--- src/ssm_config.svh ---
// ssm config: widths, lane count, group size and pipeline latencies of the tile engine
`ifndef SSM_CONFIG_SVH
`define SSM_CONFIG_SVH

// ==================================================
// numeric format, signed Q8.8
// ==================================================
`define SSM_DW              16
`define SSM_FRAC            8
`define SSM_ACC_W           32

// ==================================================
// tile geometry
// ==================================================
`define SSM_N_TILE          4
`define SSM_TILES_PER_GROUP 4

// stage counts of the two pipelines
`define SSM_LAT_UPD         3
`define SSM_LAT_RD          2

`endif

--- src/ssm_ctrl_pkg.sv ---
// ssm control types: per-tile group tags and group accumulator states
package ssm_ctrl_pkg;

    // position of a tile inside its group
    typedef struct packed {
        logic first;
        logic last;
    } tile_tag_t;

    // group accumulator FSM
    // idle waits for a first tile, accum collects until the last one
    typedef enum logic [0:0] {
        GRP_IDLE  = 1'b0,
        GRP_ACCUM = 1'b1
    } grp_state_e;

endpackage

--- src/ssm_tile_counter.sv ---
// ssm tile counter: counts accepted tiles per group and tags the first and last tile
`timescale 1ns/10ps
`include "ssm_config.svh"

module ssm_tile_counter
    import ssm_ctrl_pkg::*;
(
    input  logic      clk,
    input  logic      rstn,
    input  logic      tile_valid_i,
    output tile_tag_t tag_o
);

    // wide enough to hold the group size itself
    localparam int               CNT_W    = $clog2(`SSM_TILES_PER_GROUP + 1);
    localparam logic [CNT_W-1:0] CNT_LAST = CNT_W'(`SSM_TILES_PER_GROUP - 1);

    logic [CNT_W-1:0] cnt_q;

    // tiles seen so far in the open group
    always_ff @(posedge clk or negedge rstn) begin
        if (!rstn) begin
            cnt_q <= '0;
        end else if (tile_valid_i) begin
            // wrap on the last tile of the group
            if (cnt_q == CNT_LAST) begin
                cnt_q <= '0;
            end else begin
                cnt_q <= cnt_q + CNT_W'(1);
            end
        end
    end

    // tags describe the tile presented this cycle
    assign tag_o.first = (cnt_q == '0);
    assign tag_o.last  = (cnt_q == CNT_LAST);

    // count stays inside one group
    a_cnt_in_group: assert property (
        @(posedge clk) disable iff (!rstn)
        cnt_q < CNT_W'(`SSM_TILES_PER_GROUP)
    );

endmodule

--- config.mk ---
export PLATFORM = sky130hd
export DESIGN_NAME = ssm_tile_counter
export DESIGN_NICKNAME = d
export VERILOG_FILES = /design/src/ssm_ctrl_pkg.sv /design/src/ssm_tile_counter.sv
export VERILOG_INCLUDE_DIRS = /design/src
export SDC_FILE = /design/constraint.sdc
export NUM_CORES = 1
export LEC_CHECK = 0
export ABC_AREA = 1
export ABC_CLOCK_PERIOD_IN_PS = 1400
export BUFFER_PORTS_ARGS = -buffer_cell sky130_fd_sc_hd__buf_2
export CAP_MARGIN = 20
export CORE_AREA = 2 2 39 41
export CTS_BUF_LIST = sky130_fd_sc_hd__clkbuf_8
export DETAILED_ROUTE_END_ITERATION = 8
export DIE_AREA = 0 0 41 43
export PLACE_DENSITY = 0.38
export SYNTH_ARGS = -nofsm -noshare
export SYNTH_HDL_FRONTEND = slang
export SYNTH_SLANG_ARGS = --single-unit
export TNS_END_PERCENT = 50
--- constraint.sdc ---
create_clock -name clk -period 1.4 [get_ports clk]
set_input_delay 0 -clock clk [delete_from_list [all_inputs] [get_ports clk]]
set_output_delay 0 -clock clk [all_outputs]
set_load 0.02 [all_outputs]
==> impl_metrics.py <==
metrics = {
    "timing": {
        "rsz0062_at_grt": "no",
        "skew_ns": 0.00240,
        "hold_viol": 0,
        "period_minus_slack_ns": 1.12,
        "holdWs_ns": 0.0179,
        "max_freq_mhz": 896,
        "setup_viol": 0,
        "final_max_slew_viol_count": 0,
        "maxSlewHeadroom_pct": 90.7,
        "max_slew.worst_pin.slew_ns": 0.138,
        "finalSetupTns_ns": 0,
        "finalCritPeriodShare_pct": 79.7,
    },
    "yosys": {
        "syn-cell-area_um2": 161,
        "yosys-top-cells-area": "dfrtp_1, ha_1, inv_1",
        "synth.avg_cell_area_um2": 8.07,
        "synth_cell_types": 9,
        "async_reset_ff_share_pct": 100,
        "synth_edf_count": 0,
        "yosys-top-cells-count": "inv_1, nand2_1, dfrtp_1",
        "synth_ff_type": "dfrtp_1",
        "synth_seq_cells": 3,
        "yosysTopAreaCell": "dfrtp_1",
        "syn-num-nets": 25,
        "seq_area_frac_synth_pct": 46.5,
        "synth_top_area_share_pct": 46.5,
        "synthCells": 20,
        "yosysWarnings": 0,
    },
    "floorplan": {
        "rows": 14,
        "io_pins": 5,
        "core_area_um2": 1380,
        "initial_core_util_pct": 11.7,
        "die_height_um": 43,
        "die_w_um": 41,
        "die_area_um2": 1760,
    },
    "min_path": {
        "hp-class": "input pin to flop",
        "worstHoldStart": "tile_valid_i",
    },
    "place": {
        "dp.cells": 40,
        "port_buffers": 4,
        "hpwl_um": 243,
        "place_area_um2": 201,
        "gp_congestion": 0.647,
    },
    "critical_path": {
        "crit_required_ns": 1.40,
        "cp-startpoint": "cnt_q[0]$_DFFE_PN0P_",
        "crit_family": "flip-flops",
        "worstPathArrival_ns": 1.12,
        "critical-path-max-stage-delay_ns": 0.40,
        "regToRegSetupSlack_ns": 0.42,
        "worst_path_max_delay_cell": "dfrtp_1",
        "path_max_fanout": 4,
        "cp_cell_sequence": "ha_1, nand2_1, inv_1, buf_2",
        "critPathBufInv": 2,
        "reg2reg_from": "cnt_q[0]$_DFFE_PN0P_",
        "path_class": "flop to output pin",
        "startpoint_type": "flop",
        "cp-end-kind": "output pin",
    },
    "finish": {
        "multi_input_area_um2": 63.8,
        "syn_to_final_growth_pct": 58.9,
        "drive_above_1_share_pct": 31.0,
        "instances_no_fill": 45,
        "seq_area_um2": 75.1,
        "fillCellCount": 162,
        "final_nets": 35,
        "top_regs": "cnt_q x3",
        "final_util_pct": 18.5,
        "regMostFlops": "cnt_q",
        "largest_register_ff_count": 3,
        "fin_area_um2": 256,
        "diodes": 0,
    },
    "drt": {
        "route.detailed.wl_per_inst_um": 6.58,
        "drtIter0Drc": 1,
        "wl_met2_um": 95,
        "drc": 0,
        "first_pass_iters": 2,
        "finalWirelength_um": 296,
        "met1_length_um": 143,
        "routed.top_layer": "met4",
        "num_vias": 138,
        "postRouteAntennaNets": 0,
        "vias_per_cell": 3.07,
        "dr_wl_met3_um": 46,
    },
    "clock_tree": {
        "clk_latency_ns": 0.21,
        "numCtsBuffers": 3,
        "clock-sinks": 3,
        "cts_setup_buffers": 0,
        "clk_pin_slew_ns": 0.03,
        "h-tree-depth": 1,
        "cts-root-buf": "clkbuf_8",
        "cts_tree": "done",
        "clockBufferDepth": 2,
    },
    "job": {
        "drv_cap": 0,
    },
    "pwr": {
        "powerDensity_nw_per_um2": 2130,
        "power_frac_seq_pct": 25.9,
        "internal_power_mw": 0.367,
        "p_switching_mw": 0.179,
        "p_leak_nw": 0.150,
        "max-vdd-ir-drop_mv": 0.580,
        "p_clk_share_pct": 43.7,
        "p_comb_share_pct": 30.4,
        "switching_share_pct": 32.8,
    },
    "grt": {
        "grt_usage_pct": 5.63,
        "antenna_found_initial": 0,
        "gr-total-overflow": 0,
        "grt_pass1_wl_um": 510,
        "grt_max_degree": 5,
        "grt_pass1_vias": 127,
    },
    "outcome": {
        "outcome": "complete, no violations",
    },
}
-- worst reg2reg max path: cells and delay by family, from the launching register on --
kind	cells	cell delay (ns)
fa+ha+maj	1	0.28
simple gates	1	0.05
compound gates	1	0.07
flops	1	0.39
buf+inv	1	0.07
-- per-stage QoR --
step | setup WS (ns) | total power [mW]
after global routing | 0.192 | 0.605
after floorplan | 0.474 | 0.258
after CTS | 0.270 | 0.557
after detailed placement | 0.410 | 0.312
after global placement | 0.412 | 0.308
final | 0.284 | 0.546
-- logic make-up after synthesis --
| logic type | Yosys count | share of synthesized area (%) |
|---|---|---|
| simple gates | 7 | 17.8 |
| buf+inv | 6 | 14.0 |
| flops | 3 | 46.5 |
| compound gates | 2 | 6.20 |
| fa+ha+maj | 2 | 15.5 |
-- power by group through the flow --
stage,clock [mW],sequential (mW),combinational [mW]
5_1_grt,0.258,0.146,0.201
3_5_place_dp,0,0.143,0.168
2_1_floorplan,0,0.137,0.121
6_report,0.239,0.141,0.166
3_3_place_gp,0,0.143,0.165
4_1_cts,0.244,0.142,0.171
-- routing by layer --
layer / vias up / track usage, %
met3: 2 / 7.85
li1: 74 / -
met5: - / 0
met1: 55 / 5.83
met2: 7 / 4.38
met4: 0 / 6.00
-- cell usage in the layout, fill, tap and decap left out --
cell	count
dlygate4sd3_1	1
buf_2	4
nand2_1	5
dfrtp_1	3
ha_1	2
clkbuf_8	3
nor2_1	1
inv_1	6
o21ai_0	1
a21oi_1	1
inv_2	1
nor2_2	1
-- cell type report --
| class | instances | area share (%) |
|---|---|---|
| sequential | 3 | 29.3 |
| tap | 16 | 7.80 |
| clock buffer | 3 | 16.1 |
| clock inverter | 1 | 1.46 |
| inverter | 6 | 8.78 |
| multi-input combinational | 11 | 24.9 |
| timing repair buffer | 5 | 11.7 |
-- worst paths after layout --
kind | endpoint | cells after the start
max | tag_o[0] | 4
min | cnt_q[2]$_DFFE_PN0P_ | 2
max reg2reg | cnt_q[1]$_DFFE_PN0P_ | 4
min reg2reg | cnt_q[2]$_DFFE_PN0P_ | 2
max in group asynchronous | cnt_q[1]$_DFFE_PN0P_ | 2
min in group asynchronous | cnt_q[2]$_DFFE_PN0P_ | 2
-- repair_timing --
| action | 4_1_cts | 5_1_grt |
|---|---|---|
| gates resized for setup | 0 | 0 |
| endpoints found under the hold margin | 3 | 0 |
| hold buffers | 1 | 0 |
No activity file was read; power rests on OpenSTA's default activity.
