`src/ssm_config.svh`:
```
// ssm config: widths, lane count, group size and pipeline latencies of the tile engine
`ifndef SSM_CONFIG_SVH
`define SSM_CONFIG_SVH

// ==================================================
// numeric format, signed Q8.8
// ==================================================
`define SSM_DW              16
`define SSM_FRAC            8
`define SSM_ACC_W           32

// ==================================================
// tile geometry
// ==================================================
`define SSM_N_TILE          4
`define SSM_TILES_PER_GROUP 4

// stage counts of the two pipelines
`define SSM_LAT_UPD         3
`define SSM_LAT_RD          2

`endif

```
`src/ssm_data_pkg.sv`:
```
// ssm data types: Q8.8 samples, lane vectors, tile input bundle and fixed-point multiply
`include "ssm_config.svh"

package ssm_data_pkg;

    // one signed Q8.8 sample
    typedef logic signed [`SSM_DW-1:0] sample_t;

    // all lanes of one tile, lane 0 in the low bits
    typedef logic [`SSM_N_TILE*`SSM_DW-1:0] lane_vec_t;

    // wide signed sum for readout and group totals
    typedef logic signed [`SSM_ACC_W-1:0] acc_t;

    // everything one tile brings in
    typedef struct packed {
        sample_t   dt;
        sample_t   dA;
        sample_t   x;
        sample_t   D;
        lane_vec_t B;
        lane_vec_t C;
        lane_vec_t hprev;
    } tile_in_t;

    // skip path operands, carried down to the group accumulator
    typedef struct packed {
        sample_t x;
        sample_t D;
    } skip_t;

    // full signed product, rescaled by the fraction bits, low word kept
    function automatic sample_t q_mul(input sample_t a, input sample_t b);
        logic signed [2*`SSM_DW-1:0] prod;
        prod = a * b;
        return sample_t'(prod >>> `SSM_FRAC);
    endfunction

endpackage

```
`src/ssm_group_accum.sv`:
```
// ssm group accumulator: sums tile results over a group, adds xD and registers y
`timescale 1ns/10ps

module ssm_group_accum
    import ssm_data_pkg::*;
(
    input  logic  clk,
    input  logic  rstn,
    input  logic  load_i,
    input  logic  add_i,
    input  logic  emit_i,
    input  acc_t  sum_i,
    input  skip_t skip_i,
    output acc_t  y_o,
    output logic  y_valid_o
);

    acc_t run_q;
    acc_t run_d;
    acc_t xd_q;
    acc_t xd_new;
    acc_t xd_cur;
    acc_t y_q;
    logic y_valid_q;

    // skip term of the group's first tile
    assign xd_new = acc_t'(q_mul(skip_i.x, skip_i.D));
    assign xd_cur = load_i ? xd_new : xd_q;

    // running sum including this cycle's tile
    always_comb begin
        run_d = run_q;
        if (load_i) begin
            run_d = sum_i;
        end else if (add_i) begin
            run_d = run_q + sum_i;
        end
    end

    // ==================================================
    // sum, skip latch and result register
    // ==================================================
    always_ff @(posedge clk or negedge rstn) begin
        if (!rstn) begin
            run_q     <= '0;
            xd_q      <= '0;
            y_q       <= '0;
            y_valid_q <= 1'b0;
        end else begin
            run_q     <= run_d;
            y_valid_q <= emit_i;
            if (load_i) begin
                xd_q <= xd_new;
            end
            if (emit_i) begin
                y_q <= run_d + xd_cur;
            end
        end
    end

    assign y_o       = y_q;
    assign y_valid_o = y_valid_q;

    // emit always comes with the tile that closes the group
    a_emit_has_tile: assert property (
        @(posedge clk) disable iff (!rstn)
        emit_i |-> (load_i || add_i)
    );

endmodule

```
`config.mk`:
```
export PLATFORM = sky130hd
export DESIGN_NAME = ssm_group_accum
export DESIGN_NICKNAME = d
export VERILOG_FILES = /design/src/ssm_data_pkg.sv /design/src/ssm_group_accum.sv
export VERILOG_INCLUDE_DIRS = /design/src
export SDC_FILE = /design/constraint.sdc
export NUM_CORES = 1
export LEC_CHECK = 0
export ABC_AREA = 1
export BUFFER_PORTS_ARGS = -buffer_cell sky130_fd_sc_hd__buf_4
export CORE_ASPECT_RATIO = 0.6
export CORE_MARGIN = 8
export CORE_UTILIZATION = 37
export CTS_BUF_LIST = sky130_fd_sc_hd__clkbuf_8 sky130_fd_sc_hd__clkbuf_16
export CTS_CLUSTER_DIAMETER = 120
export DETAILED_ROUTE_END_ITERATION = 16
export PLACE_DENSITY_LB_ADDON = 0.12
export SETUP_SLACK_MARGIN = 0.3
export SLEW_MARGIN = 20
export SYNTH_ARGS = -nofsm -noshare
export SYNTH_HDL_FRONTEND = slang
export SYNTH_SLANG_ARGS = --single-unit
```
`constraint.sdc`:
```
create_clock -name clk -period 7.1 [get_ports clk]
set_input_delay 0.355 -clock clk [delete_from_list [all_inputs] [get_ports clk]]
set_output_delay 0.355 -clock clk [all_outputs]
set_load 0.02 [all_outputs]
```
==> results.sh <==
export IMPL_status="completed"
export IMPL_cts_max_level=3
export IMPL_wl_per_cell_um=16.9
export IMPL_cpMaxStageDelayCell="fa_1"
export IMPL_io_pins=102
export IMPL_drt_first_iter_violations=1182
export IMPL_ant_nets=0
export IMPL_drive_above_1_share=0.226
export IMPL_tightest_slew_ns=0.953
export IMPL_dr_pass1_iters=5
export IMPL_n_fill_cell=3941
export IMPL_fmax_ghz=0.149
export IMPL_cts_sinks=97
export IMPL_avgViaCountPerCell=4.94
export IMPL_grt_usage=0.203
export IMPL_cap_violations=0
export IMPL_synth_seq_cells=97
export IMPL_worstSetupStartpointType="input port"
export IMPL_die_width_um=277
export IMPL_final_hold_violation_count=0
export IMPL_seq_area_um2=2430
export IMPL_initial_core_util=0.375
export IMPL_routed_via_count=14143
export IMPL_core_area_um2=40400
export IMPL_syn_inst=2092
export IMPL_ys_flop_type="dfrtp_1"
export IMPL_gp_congestion=0.917
export IMPL_setup_viol=0
export IMPL_clk_path_buf_depth=2
export IMPL_design_die_area_um2=48000
export IMPL_final_min_clock_period_ns=6.72
export IMPL_grt_pass1_wl_mm=78.6
export IMPL_grt_antenna_before_repair=0
export IMPL_rows=57
export IMPL_clock_latency_ns=0.37
export IMPL_ys_top_cells_by_area="fa_1 25%, dfrtp_1 16%, nand2_1 14%"
export IMPL_die_y_um=173
export IMPL_nNetsFinal=2717
export IMPL_cts_buffers=9
export IMPL_rsz0062_at_grt="true"
export IMPL_root_buffer="clkbuf_16"
export IMPL_synth_fp_nets=2481
export IMPL_ys_types=49
export IMPL_yosysWarningCount=0
export IMPL_placed_cells=2819
export IMPL_synth_area_um2=15200
export IMPL_port_buffers=101
export IMPL_cts_tree="done"
export IMPL_route_detailed_drc=0
export IMPL_crit_fanout=8
export IMPL_finalWorstSetupSlack_ns=0.384
export IMPL_cpPeakStageDelay_ns=0.54
export IMPL_grt_start_max_net_pins=71
export IMPL_multi_input_area_um2=11800
export IMPL_skew_ns=0.00809
export IMPL_min_path_type="input port to flop"
export IMPL_clk_pin_slew_ns=0.07
export IMPL_synth_edf_count=0
export IMPL_gr_total_overflow=0
export IMPL_worstSetupEndpointType="flop"
export IMPL_maxSlewHeadroom=0.365
export IMPL_syn_avg_cell_area_um2=7.25
export IMPL_grt_pass1_vias=14241
export IMPL_post_dp_hpwl_mm=39.5
export IMPL_post_synth_top_area_cell="fa_1"
export IMPL_synth_most_common_cell="nand2_1"
export IMPL_fin_crit_sh=0.946
export IMPL_layout_area_overhead_vs_synth_pct=27.4
export IMPL_async_flop_share=1.00
export IMPL_antenna_cells=0
export IMPL_dp_slack_ns=-0.365
export IMPL_crit_type="input port to flop"
export IMPL_synth_top_area_share=0.248
export IMPL_cp_arrival_ns=6.98
export IMPL_seq_area_frac_synth=0.160
export IMPL_crit_top_cell="fa_1"
export IMPL_instances_no_fill=2864
export IMPL_crit_required_ns=7.36
export IMPL_synth_cells_most_frequent="552 x nand2_1, 454 x inv_1, 188 x fa_1"
export IMPL_slew_viol_final=0
export IMPL_drt_total_wl_mm=48.5
export IMPL_utilization=0.478
==> area by class of cell <==
cell class                      count  share of cell area
Multi-Input combinational cell   1466               0.609
Timing Repair Buffer              294               0.126
Sequential cell                    97               0.126
Inverter                          460              0.0893
Tap cell                          531              0.0344
Clock buffer                       10              0.0124
Clock inverter                      6             0.00336
==> worst max-delay path, delay by kind of cell <==
family                   cells  cell delay [ns]
buffers and inverters        9             0.77
adder cells (fa/ha/maj)      8             3.49
AO/OA/AOI/OAI                7             1.10
AND/OR/NAND/NOR             11             1.22
==> placed cells by master (no fill, tap or decap), drive strengths merged, types with 4 or more instances in the layout <==
cell      n
nand2   561
inv     464
buf     293
fa      188
a21oi   151
ha      132
nor2    127
dfrtp    97
o21ai    93
nand3    78
or2      22
xor2     15
xnor2    15
a31oi    15
nand4    11
nand3b   10
clkbuf   10
nor3     10
a21o      9
o21bai    5
a21boi    4
==> path summary, 6_finish.rpt <==
kind | from | to | slack (ns) | cells past startpoint
min reg2reg | xd_q[3] | xd_q[3] | 0.49 | 2
max reg2reg | run_q[0] | y_o[27] | 2.54 | 28
max in group asynchronous | rstn | y_o[19] | 5.31 | 3
max | skip_i[5] | y_o[22] | 0.38 | 35
min | sum_i[0] | run_q[0] | 0.29 | 3
min in group asynchronous | rstn | run_q[28] | 0.46 | 2
==> what timing repair did <==
item	CTS	global route
pin swaps	3	73
endpoints found under the setup margin	14	22
buffers inserted	4	23
gates cloned	1	0
resized for setup	20	237
hold buffers	1	0
endpoints found under the hold margin	27	0
==> sequential cells by signal, summed over array words and instances, names as in the netlist <==
| signal | flops |
|---|---|
| run_q | 32 |
| xd_q | 32 |
| y_o | 32 |
| y_valid_o | 1 |
==> cell families (layout without fill, tap and decap cells) <==
kind of cell,after synthesis,after routing,share of synthesized area
adder cells (fa/ha/maj),320,320,0.357
XOR/XNOR,30,30,0.0173
AND/OR/NAND/NOR,822,823,0.222
flip-flops,97,97,0.160
AO/OA/AOI/OAI,293,293,0.110
buffers and inverters,530,770,0.133
==> metrics by stage <==
| stage | hold WS [ns] | TNS, ns | instance area (um^2) |
|---|---|---|---|
| 4_1_cts | 0.273 | 0 | 18100 |
| 3_3_place_gp | 0.328 | -2.42 | 17700 |
| 3_5_place_dp | 0.330 | -2.97 | 17700 |
| 2_1_floorplan | 0.0594 | 0 | 15300 |
| 6_report | 0.291 | 0 | 19300 |
| 5_1_grt | 0.294 | 0 | 19300 |
==> metal layers <==
| layer | routed length (um) | GRT usage |
|---|---|---|
| met3 | 3890 | 0.0501 |
| met2 | 18600 | 0.272 |
| met5 | 51 | 0.0123 |
| met1 | 25700 | 0.327 |
| met4 | 281 | 0.0222 |
Power is left out: the tool's default activity adds up to more than one toggle a clock period on the data nets, which glitch-free logic cannot reach.
