$ cat src/ssm_config.svh
// ssm config: widths, lane count, group size and pipeline latencies of the tile engine
`ifndef SSM_CONFIG_SVH
`define SSM_CONFIG_SVH

// ==================================================
// numeric format, signed Q8.8
// ==================================================
`define SSM_DW              16
`define SSM_FRAC            8
`define SSM_ACC_W           32

// ==================================================
// tile geometry
// ==================================================
`define SSM_N_TILE          4
`define SSM_TILES_PER_GROUP 4

// stage counts of the two pipelines
`define SSM_LAT_UPD         3
`define SSM_LAT_RD          2

`endif

$ cat src/ssm_data_pkg.sv
// ssm data types: Q8.8 samples, lane vectors, tile input bundle and fixed-point multiply
`include "ssm_config.svh"

package ssm_data_pkg;

    // one signed Q8.8 sample
    typedef logic signed [`SSM_DW-1:0] sample_t;

    // all lanes of one tile, lane 0 in the low bits
    typedef logic [`SSM_N_TILE*`SSM_DW-1:0] lane_vec_t;

    // wide signed sum for readout and group totals
    typedef logic signed [`SSM_ACC_W-1:0] acc_t;

    // everything one tile brings in
    typedef struct packed {
        sample_t   dt;
        sample_t   dA;
        sample_t   x;
        sample_t   D;
        lane_vec_t B;
        lane_vec_t C;
        lane_vec_t hprev;
    } tile_in_t;

    // skip path operands, carried down to the group accumulator
    typedef struct packed {
        sample_t x;
        sample_t D;
    } skip_t;

    // full signed product, rescaled by the fraction bits, low word kept
    function automatic sample_t q_mul(input sample_t a, input sample_t b);
        logic signed [2*`SSM_DW-1:0] prod;
        prod = a * b;
        return sample_t'(prod >>> `SSM_FRAC);
    endfunction

endpackage

$ cat src/ssm_ctrl_pkg.sv
// ssm control types: per-tile group tags and group accumulator states
package ssm_ctrl_pkg;

    // position of a tile inside its group
    typedef struct packed {
        logic first;
        logic last;
    } tile_tag_t;

    // group accumulator FSM
    // idle waits for a first tile, accum collects until the last one
    typedef enum logic [0:0] {
        GRP_IDLE  = 1'b0,
        GRP_ACCUM = 1'b1
    } grp_state_e;

endpackage

$ cat src/ssm_readout.sv
// ssm readout: two-stage pipeline reducing hnext*C over the lanes into one tile sum
`timescale 1ns/10ps
`include "ssm_config.svh"

module ssm_readout
    import ssm_data_pkg::*;
    import ssm_ctrl_pkg::*;
(
    input  logic      clk,
    input  logic      rstn,
    input  logic      valid_i,
    input  lane_vec_t hnext_i,
    input  lane_vec_t c_i,
    input  skip_t     skip_i,
    input  tile_tag_t tag_i,
    output logic      valid_o,
    output acc_t      sum_o,
    output skip_t     skip_o,
    output tile_tag_t tag_o
);

    // skip operands and tag still needed at the accumulator
    typedef struct packed {
        skip_t     skip;
        tile_tag_t tag;
    } rd_side_t;

    lane_vec_t hc_s1;
    acc_t      lane_sum;
    acc_t      sum_s2;

    rd_side_t               side_in;
    rd_side_t               side_q [`SSM_LAT_RD];
    logic [`SSM_LAT_RD-1:0] vld_q;

    // stage 1: hnext*C per lane
    always_ff @(posedge clk) begin
        for (int i = 0; i < `SSM_N_TILE; i++) begin
            hc_s1[i*`SSM_DW +: `SSM_DW] <= q_mul(hnext_i[i*`SSM_DW +: `SSM_DW],
                                                 c_i[i*`SSM_DW +: `SSM_DW]);
        end
    end

    // lane reduction, each product sign-extended first
    always_comb begin
        lane_sum = '0;
        for (int i = 0; i < `SSM_N_TILE; i++) begin
            lane_sum = lane_sum + acc_t'($signed(hc_s1[i*`SSM_DW +: `SSM_DW]));
        end
    end

    // stage 2: registered tile sum
    always_ff @(posedge clk) begin
        sum_s2 <= lane_sum;
    end

    // ==================================================
    // sideband and valid
    // ==================================================
    assign side_in.skip = skip_i;
    assign side_in.tag  = tag_i;

    always_ff @(posedge clk) begin
        side_q[0] <= side_in;
        for (int i = 1; i < `SSM_LAT_RD; i++) begin
            side_q[i] <= side_q[i-1];
        end
    end

    always_ff @(posedge clk or negedge rstn) begin
        if (!rstn) begin
            vld_q <= '0;
        end else begin
            vld_q <= {vld_q[`SSM_LAT_RD-2:0], valid_i};
        end
    end

    assign valid_o = vld_q[`SSM_LAT_RD-1];
    assign sum_o   = sum_s2;
    assign skip_o  = side_q[`SSM_LAT_RD-1].skip;
    assign tag_o   = side_q[`SSM_LAT_RD-1].tag;

endmodule

$ cat config.mk
export PLATFORM = sky130hd
export DESIGN_NAME = ssm_readout
export DESIGN_NICKNAME = d
export VERILOG_FILES = /design/src/ssm_data_pkg.sv /design/src/ssm_ctrl_pkg.sv /design/src/ssm_readout.sv
export VERILOG_INCLUDE_DIRS = /design/src
export SDC_FILE = /design/constraint.sdc
export NUM_CORES = 2
export LEC_CHECK = 0
export BUFFER_PORTS_ARGS = -buffer_cell sky130_fd_sc_hd__buf_2
export CORE_ASPECT_RATIO = 0.5
export CORE_MARGIN = 5
export CORE_UTILIZATION = 55
export CTS_BUF_LIST = sky130_fd_sc_hd__clkbuf_8
export DETAILED_ROUTE_END_ITERATION = 8
export PLACE_DENSITY = 0.76
export SYNTH_ARGS = -nofsm -noshare
export SYNTH_HDL_FRONTEND = slang
export SYNTH_SLANG_ARGS = --single-unit
$ cat constraint.sdc
create_clock -name clk -period 3.2 [get_ports clk]
set_input_delay 0 -clock clk [delete_from_list [all_inputs] [get_ports clk]]
set_output_delay 0 -clock clk [all_outputs]
set_load 0.02 [all_outputs]
==> out/qor.yml <==
outcome: "complete, but fails checks"
failed_checks: "setup timing"
die_w_microns: 363
cp-end-kind: "register"
antennaDiodeCount: 0
timing.rr.start: "hc_s1[2]$_DFF_P_"
setup_viol: 70
cp.depth: 21
crit_path_frequent_cell: "fa_1"
dr_wl_met2_microns: 42800
first_global_vias: 29075
slew_viol_final: 0
cts_buffers: 17
gp_congestion: 0.915
cp-startpoint: "hnext_i[7]"
fin_tns_setup_ns: -74.36
h-tree-depth: 4
setup_slack_ns: -1.70
rsz0062_at_grt: "true"
highest_layer: "met4"
fin_skew_ns: 0.0230
cts_tree: "done"
hold_viol: 0
crit_end: "hc_s1[11]$_DFF_P_"
fin_crit_ns: 4.90
cts-root-buf: "clkbuf_8"
ys_seq_elements: 153
arrival_ns: 5.30
startpoint_type: "input port"
async_flop_share: 0.0131
synthTopCellsByCount: "968 x inv_1, 777 x fa_1, 446 x and2_1"
antenna_found_initial: 0
synth_cell_type_count: 58
critPathMaxStageDelay_ns: 0.52
dr.first_iter.drc_count: 1424
drive_above_1_share: 0.254
hpwl_microns: 69400
path_buf_inv: 5
synth-main-ff-cell: "dfxtp_1"
ys_seq_area_frac: 0.0895
vias: 25832
synth-adder-area-share: 0.562
worst_pin_slew_ns: 0.507
dr.pass1.iters: 6
rr_endpoint: "sum_o[16]$_DFF_P_"
yosys_warnings: 0
required_ns: 3.60
r2r_setup_slack_ns: -0.21
min_period_over_period: 1.53
wl_per_cell_microns: 16.1
overflow: 0
path_cells: "buf_8 -> and2_4 -> fa_1 -> inv_1 -> fa_1 -> fa_1 -> fa_1 -> inv_1 -> fa_1 -> inv_1 -> fa_1 -> inv_1 -> ha_2 -> or3_4 -> or4_4 -> o21ai_2 -> o21ba_4 -> a31oi_4 -> and2b_2 -> nor2_2 -> xnor2_1"
drc_errors: 0
ios: 232
maxCapViolCount: 0
grt_usage: 0.249
r2r_cells: 12
antenna_left: 0
utilization: 0.694
cp_max_fo: 3
core_sq_um: 61500
synth_cells: 3702
path_class: "input port to register"
clk_pin_slew_ns: 0.12
wl_met3_microns: 3940
slowest_stage: "fa_1"
slew_headroom: 0.659
syn2layout_area_growth_pct: 24.3
critical_path.top_delay_family: "adder cells"
yosys.area.top_type: "fa_1"
cts.sinks: 153
fp.dieH_microns: 187
clock_latency_ns: 0.48
wl_met1_microns: 33100
synthMuxAreaShare: 0
grt_pass1_wl_microns: 138000
nNetsFinal: 5542
max_freq_mhz: 204
preCtsSetupSlack_ns: -2.35
synth-edff-count: 0
synth-xor-area-share: 0.0411
syn_area_sq_um: 34300
synth_most_common_cell: "inv_1"
num_rows: 64
initial_utilization: 0.558
wl_microns: 82900
via_per_inst: 5.03
design.die.area_sq_um: 67800
synth_top_area_share: 0.453
synth_top_family_by_area: "adder cells"
port-buffer-count: 231
syn-num-nets: 4942
hp-class: "input port to register"
grt_max_degree: 20
syn_area_per_cell_sq_um: 9.28
holdPathStages: 2
cts_buffer_depth: 2
synth_compound_area_frac: 0.0269
ys_top_cells_by_area: "fa_1 45%, ha_1 11%, inv_1 11%"
synth_simple_gate_area_frac: 0.151
-- placed cells by master (no fill, tap or decap), drive strengths merged, types with 34 or more instances in the layout --
cell type,synthesis,final
buf,47,712
ha,298,298
and2,446,446
dfxtp,151,151
inv,968,975
xnor2,127,127
nand2,433,433
xor2,34,34
fa,777,777
nor2,76,76
dlygate4sd3,0,37
-- per-layer routing --
layer	vias up	track usage
met3	215	0.0272
met1	13114	0.318
met2	747	0.445
met4	0	0.0822
met5	-	0
li1	11756	-
-- cell families (layout without fill, tap and decap cells) --
family	Yosys count	count (layout)
buffers and inverters	1143	1756
adders and majority gates	1075	1075
and+or+nand+nor	1034	1034
xor gates and xnor gates	161	161
DFF	153	153
AOI/OAI and AO/OA	136	136
-- per-stage QoR --
| step | cells | hold slack (ns) | cell area, sq um |
|---|---|---|---|
| after detailed placement | 5030 | -0.212 | 39700 |
| final | 5140 | 0.140 | 42700 |
| after floorplan | 3702 | -0.296 | 35600 |
| after CTS | 5116 | 0.102 | 41800 |
| after global placement | 5030 | -0.217 | 39700 |
| after global routing | 5140 | 0.114 | 42700 |
-- final cells by class --
type,instances,area (sq um)
clock inverters,15,194
fillers,4494,18800
repair buffers,755,5960
clock buffers,17,234
flip-flops and latches,153,3090
well taps,825,1030
inverters,969,3640
multi-input cells,2406,28500
-- registers in the layout (all words and copies together), names as in the netlist --
register / flops
side_q: 68
sum_o: 19
hc_s1: 64
vld_q: 2
-- how the worst min path moves through the flow --
| stage | startpoint | endpoint | slack, ns |
|---|---|---|---|
| global route | skip_i[11] | side_q[0][13]$_DFF_P_ | 0.11 |
| detailed placement | rstn | vld_q[0]$_DFF_PN0_ | -0.21 |
| global placement | rstn | vld_q[0]$_DFF_PN0_ | -0.22 |
| finish | skip_i[7] | side_q[0][9]$_DFF_P_ | 0.14 |
| floorplan | rstn | vld_q[0]$_DFF_PN0_ | -0.30 |
| CTS | skip_i[7] | side_q[0][9]$_DFF_P_ | 0.10 |
-- what timing repair did --
item,in CTS,in global routing
setup endpoints to repair,73,73
hold endpoints to repair,37,0
hold buffers,37,0
pin swaps,159,140
resized for setup,304,178
setup buffers,22,32
Power is not shown: default switching activity piles up to over one toggle a cycle in this logic, so the estimate is an artifact.
